File: src/design/frogger_cfg.svh
`ifndef FROGGER_CFG_SVH
`define FROGGER_CFG_SVH

// Pixel coordinate width, wide enough for 0..511
`define COORD_W 9

// Screen geometry
`define SCREEN_W 320
`define SCREEN_H 240

// Frog sprite size
`define FROG_W 32
`define FROG_H 24

// River log size
`define LOG_W 96
`define LOG_H 30

// Top rows of the three log lanes
`define LOG_1_Y 75
`define LOG_2_Y 115
`define LOG_3_Y 155

// Starting left columns of the logs
`define LOG_1_X0 0
`define LOG_2_X0 319
`define LOG_3_X0 0

// Solid fill colours, 3-bit RGB
`define START_COLOR     3'd1
`define GAME_OVER_COLOR 3'd4
`define BG_COLOR        3'd2
`define LOG_COLOR       3'd6
`define FROG_COLOR      3'd3

`endif

File: src/design/frogger_pkg.sv
`include "frogger_cfg.svh"

package frogger_pkg;

    // Screen coordinate, also used for rectangle sizes and offsets
    typedef logic [`COORD_W-1:0] coord_t;

    // One pixel colour, one bit per channel
    typedef logic [2:0] color_t;

    // Drawing currently in progress
    typedef enum logic [2:0] {
        DRAW_NONE      = 3'd0,
        DRAW_START     = 3'd1,
        DRAW_GAME_OVER = 3'd2,
        DRAW_BG        = 3'd3,
        DRAW_LOG_1     = 3'd4,
        DRAW_LOG_2     = 3'd5,
        DRAW_LOG_3     = 3'd6,
        DRAW_FROG      = 3'd7
    } draw_op_e;

    // Control FSM states
    // Wait states hold for go, draw states hold for done
    typedef enum logic [3:0] {
        S_WAIT_START     = 4'd0,
        S_DRAW_START     = 4'd1,
        S_WAIT_GAME_OVER = 4'd2,
        S_DRAW_GAME_OVER = 4'd3,
        S_WAIT_BG        = 4'd4,
        S_DRAW_BG        = 4'd5,
        S_DRAW_LOG_1     = 4'd6,
        S_DRAW_LOG_2     = 4'd7,
        S_DRAW_LOG_3     = 4'd8,
        S_DRAW_FROG      = 4'd9
    } ctrl_state_e;

endpackage

File: src/design/pixel_if.sv
`timescale 1ns/10ps

interface pixel_if
    import frogger_pkg::*;
();

    // Pixel write strobe, one pixel per cycle while high
    logic   plot;

    // Pixel address on the 320x240 screen
    coord_t x;
    coord_t y;

    // Pixel colour
    color_t color;

    // Producer side, the sprite datapath
    modport datapath (output plot, output x, output y, output color);

    // Consumer side, a frame buffer or pixel port
    modport sink (input plot, input x, input y, input color);

endinterface

File: src/design/go_pulse.sv
`timescale 1ns/10ps

module go_pulse (
    input  logic clk,
    input  logic reset,
    input  logic key_go,
    output logic go
);

    // Key handler states
    typedef enum logic [1:0] {
        GS_WAIT_KEY     = 2'd0,
        GS_GO_1         = 2'd1,
        GS_GO_2         = 2'd2,
        GS_WAIT_RELEASE = 2'd3
    } go_state_e;

    go_state_e state;
    go_state_e next_state;

    always_comb begin
        next_state = state;
        case (state)
            // Press seen, start the pulse next cycle
            GS_WAIT_KEY:     next_state = key_go ? GS_GO_1 : GS_WAIT_KEY;
            GS_GO_1:         next_state = GS_GO_2;
            GS_GO_2:         next_state = GS_WAIT_RELEASE;
            // Key must drop before another pulse
            GS_WAIT_RELEASE: next_state = key_go ? GS_WAIT_RELEASE : GS_WAIT_KEY;
            default:         next_state = GS_WAIT_KEY;
        endcase
    end

    always_ff @(posedge clk) begin
        if (reset) begin
            state <= GS_WAIT_KEY;
        end else begin
            state <= next_state;
        end
    end

    // Go is high in the two pulse states only
    assign go = (state == GS_GO_1) || (state == GS_GO_2);

    // Pulse never stretches past two cycles, even with the key held
    assert property (@(posedge clk) disable iff (reset)
        (go && $past(go)) |-> !$past(go, 2));

endmodule

File: src/design/draw_control.sv
`timescale 1ns/10ps

module draw_control
    import frogger_pkg::*;
(
    input  logic     clk,
    input  logic     reset,
    input  logic     go,
    input  logic     done,
    output draw_op_e op
);

    ctrl_state_e state;
    ctrl_state_e next_state;

    // Next-state logic
    always_comb begin
        next_state = state;
        case (state)
            // Title screen, drawn on the first press
            S_WAIT_START: begin
                if (go) begin
                    next_state = S_DRAW_START;
                end
            end
            S_DRAW_START: begin
                if (done) begin
                    next_state = S_WAIT_GAME_OVER;
                end
            end

            // Game-over screen on the second press
            S_WAIT_GAME_OVER: begin
                if (go) begin
                    next_state = S_DRAW_GAME_OVER;
                end
            end
            S_DRAW_GAME_OVER: begin
                if (done) begin
                    next_state = S_WAIT_BG;
                end
            end

            // Third press enters the game loop
            S_WAIT_BG: begin
                if (go) begin
                    next_state = S_DRAW_BG;
                end
            end

            // Game loop, background then logs then frog, no waits
            S_DRAW_BG: begin
                if (done) begin
                    next_state = S_DRAW_LOG_1;
                end
            end
            S_DRAW_LOG_1: begin
                if (done) begin
                    next_state = S_DRAW_LOG_2;
                end
            end
            S_DRAW_LOG_2: begin
                if (done) begin
                    next_state = S_DRAW_LOG_3;
                end
            end
            S_DRAW_LOG_3: begin
                if (done) begin
                    next_state = S_DRAW_FROG;
                end
            end
            S_DRAW_FROG: begin
                // Back to the background, loop runs forever
                if (done) begin
                    next_state = S_DRAW_BG;
                end
            end

            default: begin
                next_state = S_WAIT_START;
            end
        endcase
    end

    // State register
    always_ff @(posedge clk) begin
        if (reset) begin
            state <= S_WAIT_START;
        end else begin
            state <= next_state;
        end
    end

    // Op decode, held level for the whole drawing
    always_comb begin
        case (state)
            S_DRAW_START:     op = DRAW_START;
            S_DRAW_GAME_OVER: op = DRAW_GAME_OVER;
            S_DRAW_BG:        op = DRAW_BG;
            S_DRAW_LOG_1:     op = DRAW_LOG_1;
            S_DRAW_LOG_2:     op = DRAW_LOG_2;
            S_DRAW_LOG_3:     op = DRAW_LOG_3;
            S_DRAW_FROG:      op = DRAW_FROG;
            // Wait states draw nothing
            default:          op = DRAW_NONE;
        endcase
    end

    // Plotter only finishes a rectangle that this FSM asked for
    assert property (@(posedge clk) disable iff (reset)
        done |-> (op != DRAW_NONE));

endmodule

File: src/design/raster_plotter.sv
`timescale 1ns/10ps

module raster_plotter
    import frogger_pkg::*;
(
    input  logic   clk,
    input  logic   reset,
    input  logic   enable,
    input  coord_t width,
    input  coord_t height,
    output coord_t offset_x,
    output coord_t offset_y,
    output logic   done
);

    logic last_x;
    logic last_y;

    // End of row and end of column
    assign last_x = (offset_x == width - coord_t'(1));
    assign last_y = (offset_y == height - coord_t'(1));

    // Two-dimensional scan, x steps first then y
    always_ff @(posedge clk) begin
        if (reset) begin
            offset_x <= '0;
            offset_y <= '0;
        end else if (enable) begin
            if (last_x) begin
                offset_x <= '0;
                // Wraps to the origin after the last pixel
                offset_y <= last_y ? '0 : offset_y + coord_t'(1);
            end else begin
                offset_x <= offset_x + coord_t'(1);
            end
        end else begin
            // Idle between drawings, parked at the origin
            offset_x <= '0;
            offset_y <= '0;
        end
    end

    // Last pixel of the rectangle
    assign done = enable && last_x && last_y;

    // Offsets stay inside the rectangle the datapath requested
    assert property (@(posedge clk) disable iff (reset)
        enable |-> (offset_x < width) && (offset_y < height));

endmodule

File: src/design/sprite_datapath.sv
`timescale 1ns/10ps
`include "frogger_cfg.svh"

module sprite_datapath
    import frogger_pkg::*;
(
    input  logic           clk,
    input  logic           reset,
    input  draw_op_e       op,
    input  logic           done,
    input  coord_t         offset_x,
    input  coord_t         offset_y,
    input  logic           up,
    input  logic           down,
    input  logic           left,
    input  logic           right,
    output logic           enable,
    output coord_t         width,
    output coord_t         height,
    pixel_if.datapath      pix
);

    // Frog top-left limits keep the whole sprite on screen
    localparam coord_t FROG_X_MAX = coord_t'(`SCREEN_W - `FROG_W);
    localparam coord_t FROG_Y_MAX = coord_t'(`SCREEN_H - `FROG_H);
    localparam coord_t X_LAST     = coord_t'(`SCREEN_W - 1);

    // Object positions, top-left corners
    coord_t log_1_x;
    coord_t log_2_x;
    coord_t log_3_x;
    coord_t frog_x;
    coord_t frog_y;

    // Current rectangle origin and colour
    coord_t origin_x;
    coord_t origin_y;
    color_t fill_color;
    logic   is_log;

    coord_t pixel_x;
    coord_t pixel_y;
    logic   clipped;

    coord_t frog_next_x;
    coord_t frog_next_y;

    // Rectangle size, origin and colour per drawing
    always_comb begin
        width      = coord_t'(`SCREEN_W);
        height     = coord_t'(`SCREEN_H);
        origin_x   = '0;
        origin_y   = '0;
        fill_color = '0;
        is_log     = 1'b0;
        case (op)
            DRAW_START:     fill_color = `START_COLOR;
            DRAW_GAME_OVER: fill_color = `GAME_OVER_COLOR;
            DRAW_BG:        fill_color = `BG_COLOR;
            DRAW_LOG_1, DRAW_LOG_2, DRAW_LOG_3: begin
                width      = coord_t'(`LOG_W);
                height     = coord_t'(`LOG_H);
                fill_color = `LOG_COLOR;
                is_log     = 1'b1;
                // Lane row and column of the selected log
                if (op == DRAW_LOG_1) begin
                    origin_x = log_1_x;
                    origin_y = coord_t'(`LOG_1_Y);
                end else if (op == DRAW_LOG_2) begin
                    origin_x = log_2_x;
                    origin_y = coord_t'(`LOG_2_Y);
                end else begin
                    origin_x = log_3_x;
                    origin_y = coord_t'(`LOG_3_Y);
                end
            end
            DRAW_FROG: begin
                width      = coord_t'(`FROG_W);
                height     = coord_t'(`FROG_H);
                origin_x   = frog_x;
                origin_y   = frog_y;
                fill_color = `FROG_COLOR;
            end
            default: begin
                width  = '0;
                height = '0;
            end
        endcase
    end

    assign enable = (op != DRAW_NONE);

    // Screen address, max 319 + 95 still fits in 9 bits
    assign pixel_x = origin_x + offset_x;
    assign pixel_y = origin_y + offset_y;

    // Log pixels past the right edge are dropped
    assign clipped = is_log && (pixel_x >= coord_t'(`SCREEN_W));

    // Frog step, right minus left and down minus up, clamped
    always_comb begin
        frog_next_x = frog_x;
        frog_next_y = frog_y;
        if (right && !left && (frog_x < FROG_X_MAX)) begin
            frog_next_x = frog_x + coord_t'(1);
        end else if (left && !right && (frog_x != '0)) begin
            frog_next_x = frog_x - coord_t'(1);
        end
        if (down && !up && (frog_y < FROG_Y_MAX)) begin
            frog_next_y = frog_y + coord_t'(1);
        end else if (up && !down && (frog_y != '0)) begin
            frog_next_y = frog_y - coord_t'(1);
        end
    end

    // Positions move once per loop, at the end of each object's drawing
    always_ff @(posedge clk) begin
        if (reset) begin
            log_1_x <= coord_t'(`LOG_1_X0);
            log_2_x <= coord_t'(`LOG_2_X0);
            log_3_x <= coord_t'(`LOG_3_X0);
            frog_x  <= '0;
            frog_y  <= '0;
        end else if (done) begin
            case (op)
                // Lanes 1 and 3 drift right, lane 2 drifts left
                DRAW_LOG_1: log_1_x <= (log_1_x == X_LAST) ? '0 : log_1_x + coord_t'(1);
                DRAW_LOG_2: log_2_x <= (log_2_x == '0) ? X_LAST : log_2_x - coord_t'(1);
                DRAW_LOG_3: log_3_x <= (log_3_x == X_LAST) ? '0 : log_3_x + coord_t'(1);
                DRAW_FROG: begin
                    frog_x <= frog_next_x;
                    frog_y <= frog_next_y;
                end
                default: begin
                end
            endcase
        end
    end

    // Pixel strobe, one cycle behind the offset
    always_ff @(posedge clk) begin
        if (reset) begin
            pix.plot <= 1'b0;
        end else begin
            pix.plot <= enable && !clipped;
        end
    end

    // Pixel address and colour travel with the strobe
    always_ff @(posedge clk) begin
        pix.x     <= pixel_x;
        pix.y     <= pixel_y;
        pix.color <= fill_color;
    end

    // Frog sprite never leaves the screen
    assert property (@(posedge clk) disable iff (reset)
        (frog_x <= FROG_X_MAX) && (frog_y <= FROG_Y_MAX));

endmodule

File: src/design/frogger_top.sv
`timescale 1ns/10ps

module frogger_top
    import frogger_pkg::*;
(
    input  logic   clk,
    input  logic   reset,
    input  logic   key_go,
    input  logic   up,
    input  logic   down,
    input  logic   left,
    input  logic   right,
    output logic   plot,
    output coord_t x,
    output coord_t y,
    output color_t color
);

    logic     go;
    logic     done;
    logic     enable;
    draw_op_e op;
    coord_t   width;
    coord_t   height;
    coord_t   offset_x;
    coord_t   offset_y;

    // Pixel bus from the datapath
    pixel_if pix_bus ();

    // Go key to two-cycle pulse
    go_pulse go_pulse_inst (
        .clk    (clk),
        .reset  (reset),
        .key_go (key_go),
        .go     (go)
    );

    // Screen and loop sequencing
    draw_control draw_control_inst (
        .clk   (clk),
        .reset (reset),
        .go    (go),
        .done  (done),
        .op    (op)
    );

    // Rectangle scan
    raster_plotter raster_plotter_inst (
        .clk      (clk),
        .reset    (reset),
        .enable   (enable),
        .width    (width),
        .height   (height),
        .offset_x (offset_x),
        .offset_y (offset_y),
        .done     (done)
    );

    // Positions and pixel generation
    sprite_datapath sprite_datapath_inst (
        .clk      (clk),
        .reset    (reset),
        .op       (op),
        .done     (done),
        .offset_x (offset_x),
        .offset_y (offset_y),
        .up       (up),
        .down     (down),
        .left     (left),
        .right    (right),
        .enable   (enable),
        .width    (width),
        .height   (height),
        .pix      (pix_bus.datapath)
    );

    // Bus out to plain pixel ports
    assign plot  = pix_bus.plot;
    assign x     = pix_bus.x;
    assign y     = pix_bus.y;
    assign color = pix_bus.color;

endmodule

File: config.mk
export PLATFORM = sky130hd
export DESIGN_NAME = frogger_top
export DESIGN_NICKNAME = d
export VERILOG_FILES = /design/src/design/frogger_pkg.sv /design/src/design/pixel_if.sv /design/src/design/go_pulse.sv /design/src/design/draw_control.sv /design/src/design/raster_plotter.sv /design/src/design/sprite_datapath.sv /design/src/design/frogger_top.sv
export VERILOG_INCLUDE_DIRS = /design/src /design/src/design
export SDC_FILE = /design/constraint.sdc
export NUM_CORES = 1
export LEC_CHECK = 0
export BUFFER_PORTS_ARGS = -buffer_cell sky130_fd_sc_hd__buf_2
export CAP_MARGIN = 20
export CORE_MARGIN = 5
export CORE_UTILIZATION = 40
export CTS_CLUSTER_DIAMETER = 40
export DETAILED_ROUTE_END_ITERATION = 6
export PLACE_DENSITY = 0.63
export SYNTH_ARGS = -nofsm -noshare
export SYNTH_HDL_FRONTEND = slang
export SYNTH_SLANG_ARGS = --single-unit
File: constraint.sdc
create_clock -name clk -period 7.9 [get_ports clk]
set_input_delay 1.185 -clock clk [delete_from_list [all_inputs] [get_ports clk]]
set_output_delay 1.185 -clock clk [all_outputs]
set_load 0.005 [all_outputs]
# ---- Word-level counts from Yosys, hierarchy flattened
# Cells that the tools add are included.
dict set report classes {
  n_bitwise 1
  add_sub_neg 13
  n_eq_ne 33
  magnitude_cmp 3
  muxes 33
  reduce_logical 36
}
# operator count
set ops {}
lappend ops {{$mux W9} 11}
lappend ops {{$add A9 B1 Y9 const B} 6}
lappend ops {{$sub A9 B1 Y9 const B} 5}
lappend ops {{$mux W4} 10}
lappend ops {{$pmux W4 S10} 1}
lappend ops {{$pmux W9 S2} 2}
lappend ops {{$pmux W9 S3} 1}
lappend ops {{$pmux W8 S3} 1}
lappend ops {{$pmux W3 S7} 1}
lappend ops {{$add A9 B9 Y9} 2}
lappend ops {{$eq A9 B9 Y1} 2}
lappend ops {{$eq A9 B9 Y1 const B} 2}
lappend ops {{$reduce_bool A9 Y1} 2}
lappend ops {{$eq A4 B3 Y1 const B} 4}
lappend ops {{$pmux W3 S5} 1}
lappend ops {{$ne A2 B2 Y1 const B} 7}
lappend ops {{$eq A3 B3 Y1 const B} 4}
lappend ops {{$logic_and A1 B1 Y1} 12}
lappend ops {{$reduce_and A10 Y1} 1}
lappend ops {{$ge A9 B9 Y1 const B} 1}
lappend ops {{$logic_not A9 Y1} 1}
lappend ops {{$lt A9 B8 Y1 const B} 1}
lappend ops {{$lt A9 B9 Y1 const B} 1}
lappend ops {{$reduce_or A3 Y1} 3}
lappend ops {{22 further kinds} 37}
dict set report word_totals {
  word_cells 132
  in_bits 7
  output_inout_bits 22
  ff_bits 91
}

# ---- Longest topological paths before layout
# Gate-level depths: netlist of the first run.
dict set report depth {
  depth_word 11
  ltp_mapped 16
  mapped_depth_nobuf 14
}

# ---- By module
# Synthesis of the first run repeated with hierarchy kept, for this count alone.
dict set report unflattened {
  cells_unflattened 697
  area_unflattened_um2 6002.0
}
# module area_per_inst_um2 seq_area_each_um2 cells_each instances
set by_module_without_submodules {}
lappend by_module_without_submodules {sprite_datapath 4199.0 1341.3 473 1}
lappend by_module_without_submodules {raster_plotter 1397.6 360.3 174 1}
lappend by_module_without_submodules {draw_control 287.8 80.1 37 1}
lappend by_module_without_submodules {go_pulse 117.6 40.0 13 1}

# ---- Worst setup path after synthesis of the first run
# Ideal clock, no wire load.
dict set report synth_path {
  kind {register -> register}
  startpoint {register draw_control_inst.state[1]}
  endpoint {register sprite_datapath_inst.log_3_x[7]}
  required_ns 7.841
  stages_incl_launch_ff 15
  n_path_buf 3
  synth_period_minus_slack_ns 3.613
  setup_slack_ns 4.287
  arrival_time_ns 3.554
  setup_ns 0.059
  path_cell_list {dfxtp_1 -> buf_6 -> or3b_1 -> buf_6 -> clkbuf_1 -> o21ai_0 -> nor2_1 -> ha_1 -> xor2_1 -> nand3_1 -> a21oi_1 -> nand4_4 -> or4_4 -> or4_1 -> nand2_1}
}
dict set report synth_via {
  elab_chain_len 10
  word_cells_on_any_way 27
  cone_classes {add/sub (2); eq/ne (16); mux (3); reduce/logical (6)}
}
# item line
set synth_rtl {}
lappend synth_rtl {{start, declared} draw_control.sv:13} ;# ctrl_state_e state;
lappend synth_rtl {{start signal, assigned} draw_control.sv:90} ;# state <= next_state;
lappend synth_rtl {{$eq A4 B4 Y1, or another cell as far along} draw_control.sv:96} ;# case (state)
lappend synth_rtl {{$pmux W3 S7 *} draw_control.sv:96}
lappend synth_rtl {{$eq A3 B3 Y1, or another cell as far along} {sprite_datapath.sv:56, sprite_datapath.sv:125}}
lappend synth_rtl {{$reduce_or A3 Y1 (on tied branches)} n/a}
lappend synth_rtl {{$pmux W9 S3} sprite_datapath.sv:56} ;# case (op)
lappend synth_rtl {{$sub A9 B1 Y9} raster_plotter.sv:20} ;# assign last_x = (offset_x == width - coord_t'(1));
lappend synth_rtl {{$eq A9 B9 Y1} raster_plotter.sv:20}
lappend synth_rtl {{$logic_and A1 B1 Y1 (2 in series)} raster_plotter.sv:44} ;# assign done = enable && last_x && last_y;
lappend synth_rtl {{$reduce_and A2 Y1 (no source line) *} n/a}
lappend synth_rtl {{end signal, assigned} sprite_datapath.sv:121} ;# log_3_x <= coord_t'(`LOG_3_X0);
lappend synth_rtl {{end signal, assigned} sprite_datapath.sv:129} ;# DRAW_LOG_3: log_3_x <= (log_3_x == X_LAST) ? '0 : log_3_x + coord_t'(1);
lappend synth_rtl {{end, declared} sprite_datapath.sv:31} ;# coord_t log_3_x;
# Mark *: on every way between the ends. The rest lies on a longest branch, timed or not.
# A chain may end at the register's enable or synchronous reset.

# ---- Worst setup path after layout of the first run
dict set report layout_path {
  startpoint {register draw_control_inst.state[3]}
  endpoint {register sprite_datapath_inst.frog_x[8]}
}
dict set report layout_via {
  elab_chain_len 10
  word_cells_on_any_way 27
  cone_classes {add/sub (2); eq/ne (16); mux (3); reduce/logical (6)}
}
# item line
set layout_rtl {}
lappend layout_rtl {{$eq A4 B4 Y1, or another cell as far along} draw_control.sv:96}
lappend layout_rtl {{$pmux W3 S7 *} draw_control.sv:96}
lappend layout_rtl {{$eq A3 B3 Y1, or another cell as far along} sprite_datapath.sv:56}
lappend layout_rtl {{$reduce_or A3 Y1 (on tied branches)} n/a}
lappend layout_rtl {{$pmux W9 S3} sprite_datapath.sv:56}
lappend layout_rtl {{$sub A9 B1 Y9} raster_plotter.sv:20}
lappend layout_rtl {{$eq A9 B9 Y1} raster_plotter.sv:20}
lappend layout_rtl {{$logic_and A1 B1 Y1 (2 in series)} raster_plotter.sv:44}
lappend layout_rtl {{$reduce_and A3 Y1 (no source line) *} n/a}
lappend layout_rtl {{end signal, assigned} sprite_datapath.sv:131} ;# frog_x <= frog_next_x;
lappend layout_rtl {{end, declared} sprite_datapath.sv:32} ;# coord_t frog_x;
# Marked as above.

==> results of run 1 <==
[cell type report]
cell class	instances	area, sq um
Clock buffer	11	242.7
Clock inverter	5	61.31
Fill cell	1293	7328
Inverter	30	112.6
Multi-Input combinational cell	484	3353
Sequential cell	91	1822
Tap cell	176	220.2
Timing Repair Buffer	30	155.1
[logic make-up (layout without fill, tap and decap cells)]
group,Yosys count,in the layout,share of synthesized area (%)
AOI/OAI and AO/OA,121,121,14.09
xor gates and xnor gates,63,63,10.17
adders and majority gates,45,45,10.93
buffers and inverters,57,76,4.634
DFF,91,91,33.57
muxes,27,27,5.003
and+or+nand+nor,228,228,21.60
[cell usage in the layout, fill, tap and decap left out, types with 6 or more instances in the layout]
cell type  count
nor2_1        74
nor4_1         7
nand2_1       44
a21o_1         8
or3_1         12
a21oi_1       37
a22oi_1        8
dfxtp_1       91
xor2_1        22
o21ai_0       30
nand2b_1       6
nor3_1        16
buf_2         28
ha_1          41
xnor2_1       41
mux2i_1       26
nand4_1        9
clkbuf_16      9
nand3_1       22
inv_1         29
nor2b_1        7
[routing by layer]
metal	vias to the layer above	wire length, um
li1	2253	-
met5	-	0
met3	21	444
met1	2111	5694
met4	0	252
met2	77	5844
[state kept, by name, summed over array words and instances (netlist names)]
register                        cells
draw_control_inst.state             4
go_pulse_inst.state                 2
raster_plotter_inst.offset_x        9
raster_plotter_inst.offset_y        9
sprite_datapath_inst.frog_x         9
sprite_datapath_inst.frog_y         9
sprite_datapath_inst.log_1_x        9
sprite_datapath_inst.log_2_x        9
sprite_datapath_inst.log_3_x        9
sprite_datapath_inst.pix.color      3
sprite_datapath_inst.pix.plot       1
sprite_datapath_inst.pix.x          9
sprite_datapath_inst.pix.y          9
[stage by stage]
step / hold slack (ps) / util [%] / total power, W / setup slack, ps / std cells
floorplan: 444.6 / - / 0.0005413 / 4287 / 632
global placement: 471.8 / 42.59 / 0.0005534 / 3827 / 811
detailed placement: 481.2 / 42.59 / 0.0005552 / 3526 / 811
CTS: 494.0 / 44.88 / 0.0009990 / 3482 / 827
global route: 511.6 / 44.88 / 0.001027 / 3112 / 827
finish: 491.7 / 44.88 / 0.0009855 / 3462 / 827
[worst max-delay path by stage]
stage                                     startpoint                         endpoint  slack (ps)
after floorplan           draw_control_inst.state[1]  sprite_datapath_inst.log_3_x[7]        4290
after global placement    draw_control_inst.state[3]   sprite_datapath_inst.frog_x[8]        3830
after detailed placement  draw_control_inst.state[3]   sprite_datapath_inst.frog_x[8]        3530
after CTS                 draw_control_inst.state[3]   sprite_datapath_inst.frog_x[7]        3480
after global routing      draw_control_inst.state[3]   sprite_datapath_inst.frog_x[8]        3110
final                     draw_control_inst.state[3]   sprite_datapath_inst.frog_x[8]        3460
[power by group]
group	internal (W)	total, W	switching [W]
registers	0.000465	0.000476	0.0000114
logic	0.0000284	0.0000693	0.0000409
clock network	0.000255	0.000440	0.000185
total	0.000748	0.000986	0.000237
==> qor.txt, run 1 <==
Status: complete, no violations
Setup slack, reg-to-reg: 3460 ps
Cell variety after synth: 65
Tightest Hold Check Type: flop to flop
Later-pin clock latency in the skew report: 350 ps
DP Area: 5663 sq um
Worst Path Max Fanout: 16
Post-synth top area cell: dfxtp_1
Number of global-route vias before repair: 4,275
Post-synth top flop: dfxtp_1
FP Rows: 42
Worst setup SP type: flop
CTS Hold Bufs: 0
Unrepaired setup endpoints after global routing: false
Avg WL per Cell: 14.80 um
Critical path depth in cells: 11
First-pass GRT wire length: 20,400 um
GR Util met1: 19.15%
Vias post-DR: 4,462
Iteration count of the initial detailed-routing pass: 6
Antenna fix cells: 0
Syn nets: 684
Slew @ Worst Pin: 762.4 ps
Fin nets: 698
Area share of the largest cell type after synthesis: 33.57%
Max Freq: 225.3 MHz
Drt initial violations: 258
Final Skew: 10.41 ps
CTS tree: done
Crit path max-delay family: simple AND/OR/NAND/NOR gates
Dpl hpwl: 9193 um
CP max stage delay: 660 ps
GRT overflow: 0
Met3 Resource Use GR: 3.867%
DR DRC count: 0
Area growth syn-to-layout: 9.961%
Layout cell share with drive strength beyond 1: 9.217%
Kind of critical path: flop to flop
Leak: 2.435 nW
Post-CTS setup repair buffer count: 0
Final instance area: 5967 sq um
Area contributors post-synth: dfxtp_1 (34%), ha_1 (9.5%), xnor2_1 (6.6%)
Post-cts sizing count: 0
Total core area: 13,300 sq um
Pin count of the biggest net entering global routing: 39
Critical path arrival: 4680 ps
Synthesized area: 5426 sq um
Htree depth: 3
GRT busiest layer: met2
Max Cap Viol: 0
Avg Cell Area, Syn: 8.586 sq um
Endpoints failing setup: 0
Met2 Usage GRT: 26.53%
CP cell instances: or3b_1 -> o21ai_0 -> nor2_1 -> ha_1 -> xor2_1 -> nand3_1 -> a21oi_1 -> and3_1 -> and3_1 -> a21oi_1 -> a31o_2
R2r endpoint: sprite_datapath_inst.frog_x[8]
Setup TNS: 0 ps
Worst-path clk slew: 70 ps
Num ports: 29
Final ANT Viol Nets: 0
Most frequent cell after synthesis: dfxtp_1
Slew margin rel.: 49.17%
Post-synthesis sequential area ratio: 33.57%
GRT Util Overall: 15.56%
Clock tree root driver cell: clkbuf_16
Clk buf depth: 2
Maximum VDD drop: 0.08982 mV
Gpl congestion: 0.8500
Hold Crit Depth: 1
Buffers & Inverters on Critical Path: 0
RR Startpoint: draw_control_inst.state[3]
Via density: 5.395
Starting density of the core: 40.81%
Slowest cell on the critical path: or3b_1
Register-to-Register Path Depth: 11
Fin crit period: 4438 ps
Final wirelength: 12,240 um
Commonest cells in the netlist: dfxtp_1 (91), nor2_1 (74), nand2_1 (44)
Die width: 126.5 um
Tcrit/Tclk final: 56.17%
Full die area: 16,000 sq um
Count of final hold-check violations: 0
CTS Sinks: 91
Antenna violations before repair: 0
Die height: 126.5 um
Max Slew Vio Count: 0
Worst hold start: raster_plotter_inst.offset_x[0]
Power Density: 165.2 nW/um^2
Yosys reg bits: 91
WP data required: 8140 ps
Post-Synthesis Cells: 632
Post-synth ARST share: 0%
EDFF count, synth: 0
IO buf count: 28
Clock buffer count from CTS: 9
Critical Path End Type: flop
Worst Hold End: raster_plotter_inst.offset_x[0]
Yosys warning total: 0
(Power assumes the default switching activity.)
==> run 2, diff against run 1 <==
--- a/config.mk
+++ b/config.mk
@@ -12,7 +12,7 @@
 export CORE_UTILIZATION = 40
 export CTS_CLUSTER_DIAMETER = 40
 export DETAILED_ROUTE_END_ITERATION = 6
-export PLACE_DENSITY = 0.63
+export PLACE_DENSITY = 0.65
 export SYNTH_ARGS = -nofsm -noshare
 export SYNTH_HDL_FRONTEND = slang
 export SYNTH_SLANG_ARGS = --single-unit
==> constraint.sdc (replaced) <==
create_clock -name clk -period 3.8 [get_ports clk]
set_input_delay 0.57 -clock clk [delete_from_list [all_inputs] [get_ports clk]]
set_output_delay 0.57 -clock clk [all_outputs]
set_load 0.005 [all_outputs]
==> run 2 against run 1 <==
  * Critical path depth increased by 1
  * Maximum frequency increased by 24%
  * Core utilization increased by 0.25 points
  * Clock skew decreased by 2.3 ps
  * Total power increased by 97%
  * Clock-buffer cell count increased by 2
  * Wire length increased by 1.7%
  * Largest power group unchanged
  * Highest routed layer unchanged
==> qor.txt, run 2 (synthesis gave the netlist of run 1 again) <==
Status: complete, no violations
FP Rows: 42 (unchanged)
Max Slew Vio Count: 0 (unchanged)
Drt initial violations: 433 (+68%)
Clock tree root driver cell: clkbuf_16
Starting density of the core: 40.81% (unchanged)
Fillers: 1,271 (-1.7%)
Uppermost routed layer: met4
Unrepaired setup endpoints after global routing: false
Count of final hold-check violations: 0 (unchanged)
Die height: 126.5 um (unchanged)
Setup TNS: 0 ps (unchanged)
Gpl congestion: 0.8673 (+2.0%)
Max Freq: 280.3 MHz (+24%)
Clock power share: 41.2% (-3.5 points)
WP data required: 4090 ps (-4050 ps)
Slew margin rel.: 57.73% (+8.6 points)
Commonest non-fill, non-tap cells in the layout: dfxtp_1 (91), nor2_1 (74), nand2_1 (44)
CTS Sinks: 91 (unchanged)
Final setup margin: 231.8 ps (-3231 ps)
Full die area: 16,000 sq um (unchanged)
Setup WS pre-CTS: 270.7 ps (-3256 ps)
Metal-1 WL: 5682 um (-0.21%)
Tcrit/Tclk final: 93.90% (+38 points)
Num ports: 29 (unchanged)
Critical path arrival: 3860 ps (-820 ps)
Final Skew: 8.147 ps (-2.262 ps)
Worst setup SP type: flop
Leak: 2.480 nW (+1.9%)
Post-cts sizing count: 0 (unchanged)
Fin nets: 709 (+1.6%)
Int Power: 0.001472 W (+97%)
Iteration count of the initial detailed-routing pass: 6 (unchanged)
Endpoints failing setup: 0 (unchanged)
Worst Path Max Fanout: 15 (-1)
Clk buf depth: 2 (unchanged)
Setup slack, reg-to-reg: 230 ps (-3230 ps)
Reg power frac: 50.2% (+1.9 points)
CP cell instances: or3b_1 -> buf_4 -> nand2_4 -> inv_1 -> ha_1 -> xor2_1 -> nand3_1 -> a21oi_1 -> nand4_4 -> or4_4 -> or4_1 -> nand2_1
Met3 Routed Length: 574 um (+29%)
Kind of critical path: flop to flop
Pin count of the biggest net entering global routing: 38 (-2.6%)
Number of global-route vias before repair: 4,426 (+3.5%)
Commonest non-fill, non-tap cell in the layout: dfxtp_1
CP max stage delay: 610 ps (-50 ps)
Max Cap Viol: 0 (unchanged)
Clock buffer count from CTS: 9 (unchanged)
Post-CTS setup repair buffer count: 0 (unchanged)
Vias post-DR: 4,532 (+1.6%)
Worst-path clk slew: 60 ps (about the same)
Final Total Pwr: 0.001939 W (+97%)
Area growth syn-to-layout: 10.58%
Avg WL per Cell: 14.85 um (+0.40%)
Die width: 126.5 um (unchanged)
GRT overflow: 0 (unchanged)
Fin crit period: 3568 ps (-869.4 ps)
DR DRC count: 0 (unchanged)
Power Density: 323.1 nW/um^2 (+96%)
IO buf count: 28 (unchanged)
Htree depth: 3 (unchanged)
Tightest Hold Check Type: flop to flop
Layout cell share with drive strength beyond 1: 10.27% (+1.1 points)
Net Switching: 0.0004670 W (+97%)
Slowest cell on the critical path: or4_4
Antenna violations before repair: 0 (unchanged)
Sw frac: 24.09% (about the same)
CTS tree: done
GRT Util Overall: 16.17% (+0.62 points)
Later-pin clock latency in the skew report: 350 ps (about the same)
Maximum VDD drop: 0.1893 mV (+110%)
Final ANT Viol Nets: 0 (unchanged)
Slew @ Worst Pin: 634.0 ps (-128.4 ps)
Dpl hpwl: 9373 um (+2.0%)
Metal2 WL: 6010 um (+2.8%)
First-pass GRT wire length: 21,400 um (+4.9%)
CTS Hold Bufs: 0 (unchanged)
Antenna fix cells: 0 (unchanged)
Critical Path End Type: flop
Logic pwr share: 8.6% (+1.6 points)
Total core area: 13,300 sq um (unchanged)
Final wirelength: 12,450 um (+1.7%)
Via density: 5.408 (+0.24%)
## run 2: changes by cell type in the layout (fill, tap and decap cells not counted), sizes merged
cell      before  now
clkbuf        11   13
clkinv         0    3
bufinv         1    0
inv           31   30
buf           30   41
clkinvlp       3    0
## run 2: metal layers
metal,GRT usage (%),vias to the layer above
met3,4.330,13
met1,20.47,2124
met2,27.02,116
met5,0,-
li1,-,2279
met4,4.795,0
## run 2: stage by stage
step	std cells	utilization, %	area, sq um	hold WS, ps
3_5_place_dp	822	43.21	5746	473.3
5_1_grt	838	45.13	6001	534.3
6_report	838	45.13	6001	482.3
2_1_floorplan	632	-	5426	444.6
4_1_cts	838	45.13	6001	486.2
3_3_place_gp	822	43.21	5746	463.4
## run 2: final cells by class
class,instances,area [sq um],share of cell area [%]
well taps,176,220.2,3.670
repair buffers,41,237.7,3.962
flip-flops and latches,91,1822,30.36
clock buffers,13,240.2,4.003
multi-input cells,484,3353,55.88
clock inverters,3,15.01,0.2502
inverters,30,112.6,1.877
## run 2: final timing paths
check | cells past startpoint | startpoint | endpoint
worst min-delay path | 1 | raster_plotter_inst.offset_x[0] | raster_plotter_inst.offset_x[0]
worst max-delay path | 12 | draw_control_inst.state[1] | sprite_datapath_inst.log_3_x[7]
worst max register to register | 12 | draw_control_inst.state[1] | sprite_datapath_inst.log_3_x[7]
worst min register to register | 1 | raster_plotter_inst.offset_x[0] | raster_plotter_inst.offset_x[0]
## run 2: power by group through the flow
stage / registers, W / logic, W / clock network (W)
floorplan: 0.000994 / 0.000131 / 0
global placement: 0.000994 / 0.000161 / 0
detailed placement: 0.000995 / 0.000166 / 0
CTS: 0.000973 / 0.000167 / 0.000823
global route: 0.000974 / 0.000187 / 0.000876
finish: 0.000973 / 0.000167 / 0.000798
## run 2: worst max-delay path: cells and delay by family, from the launching register on
kind | cells | cell delay, ps
AOI/OAI and AO/OA | 1 | 380
xor gates and xnor gates | 1 | 160
adders and majority gates | 1 | 300
buffers and inverters | 2 | 280
DFF | 1 | 310
and+or+nand+nor | 7 | 2070
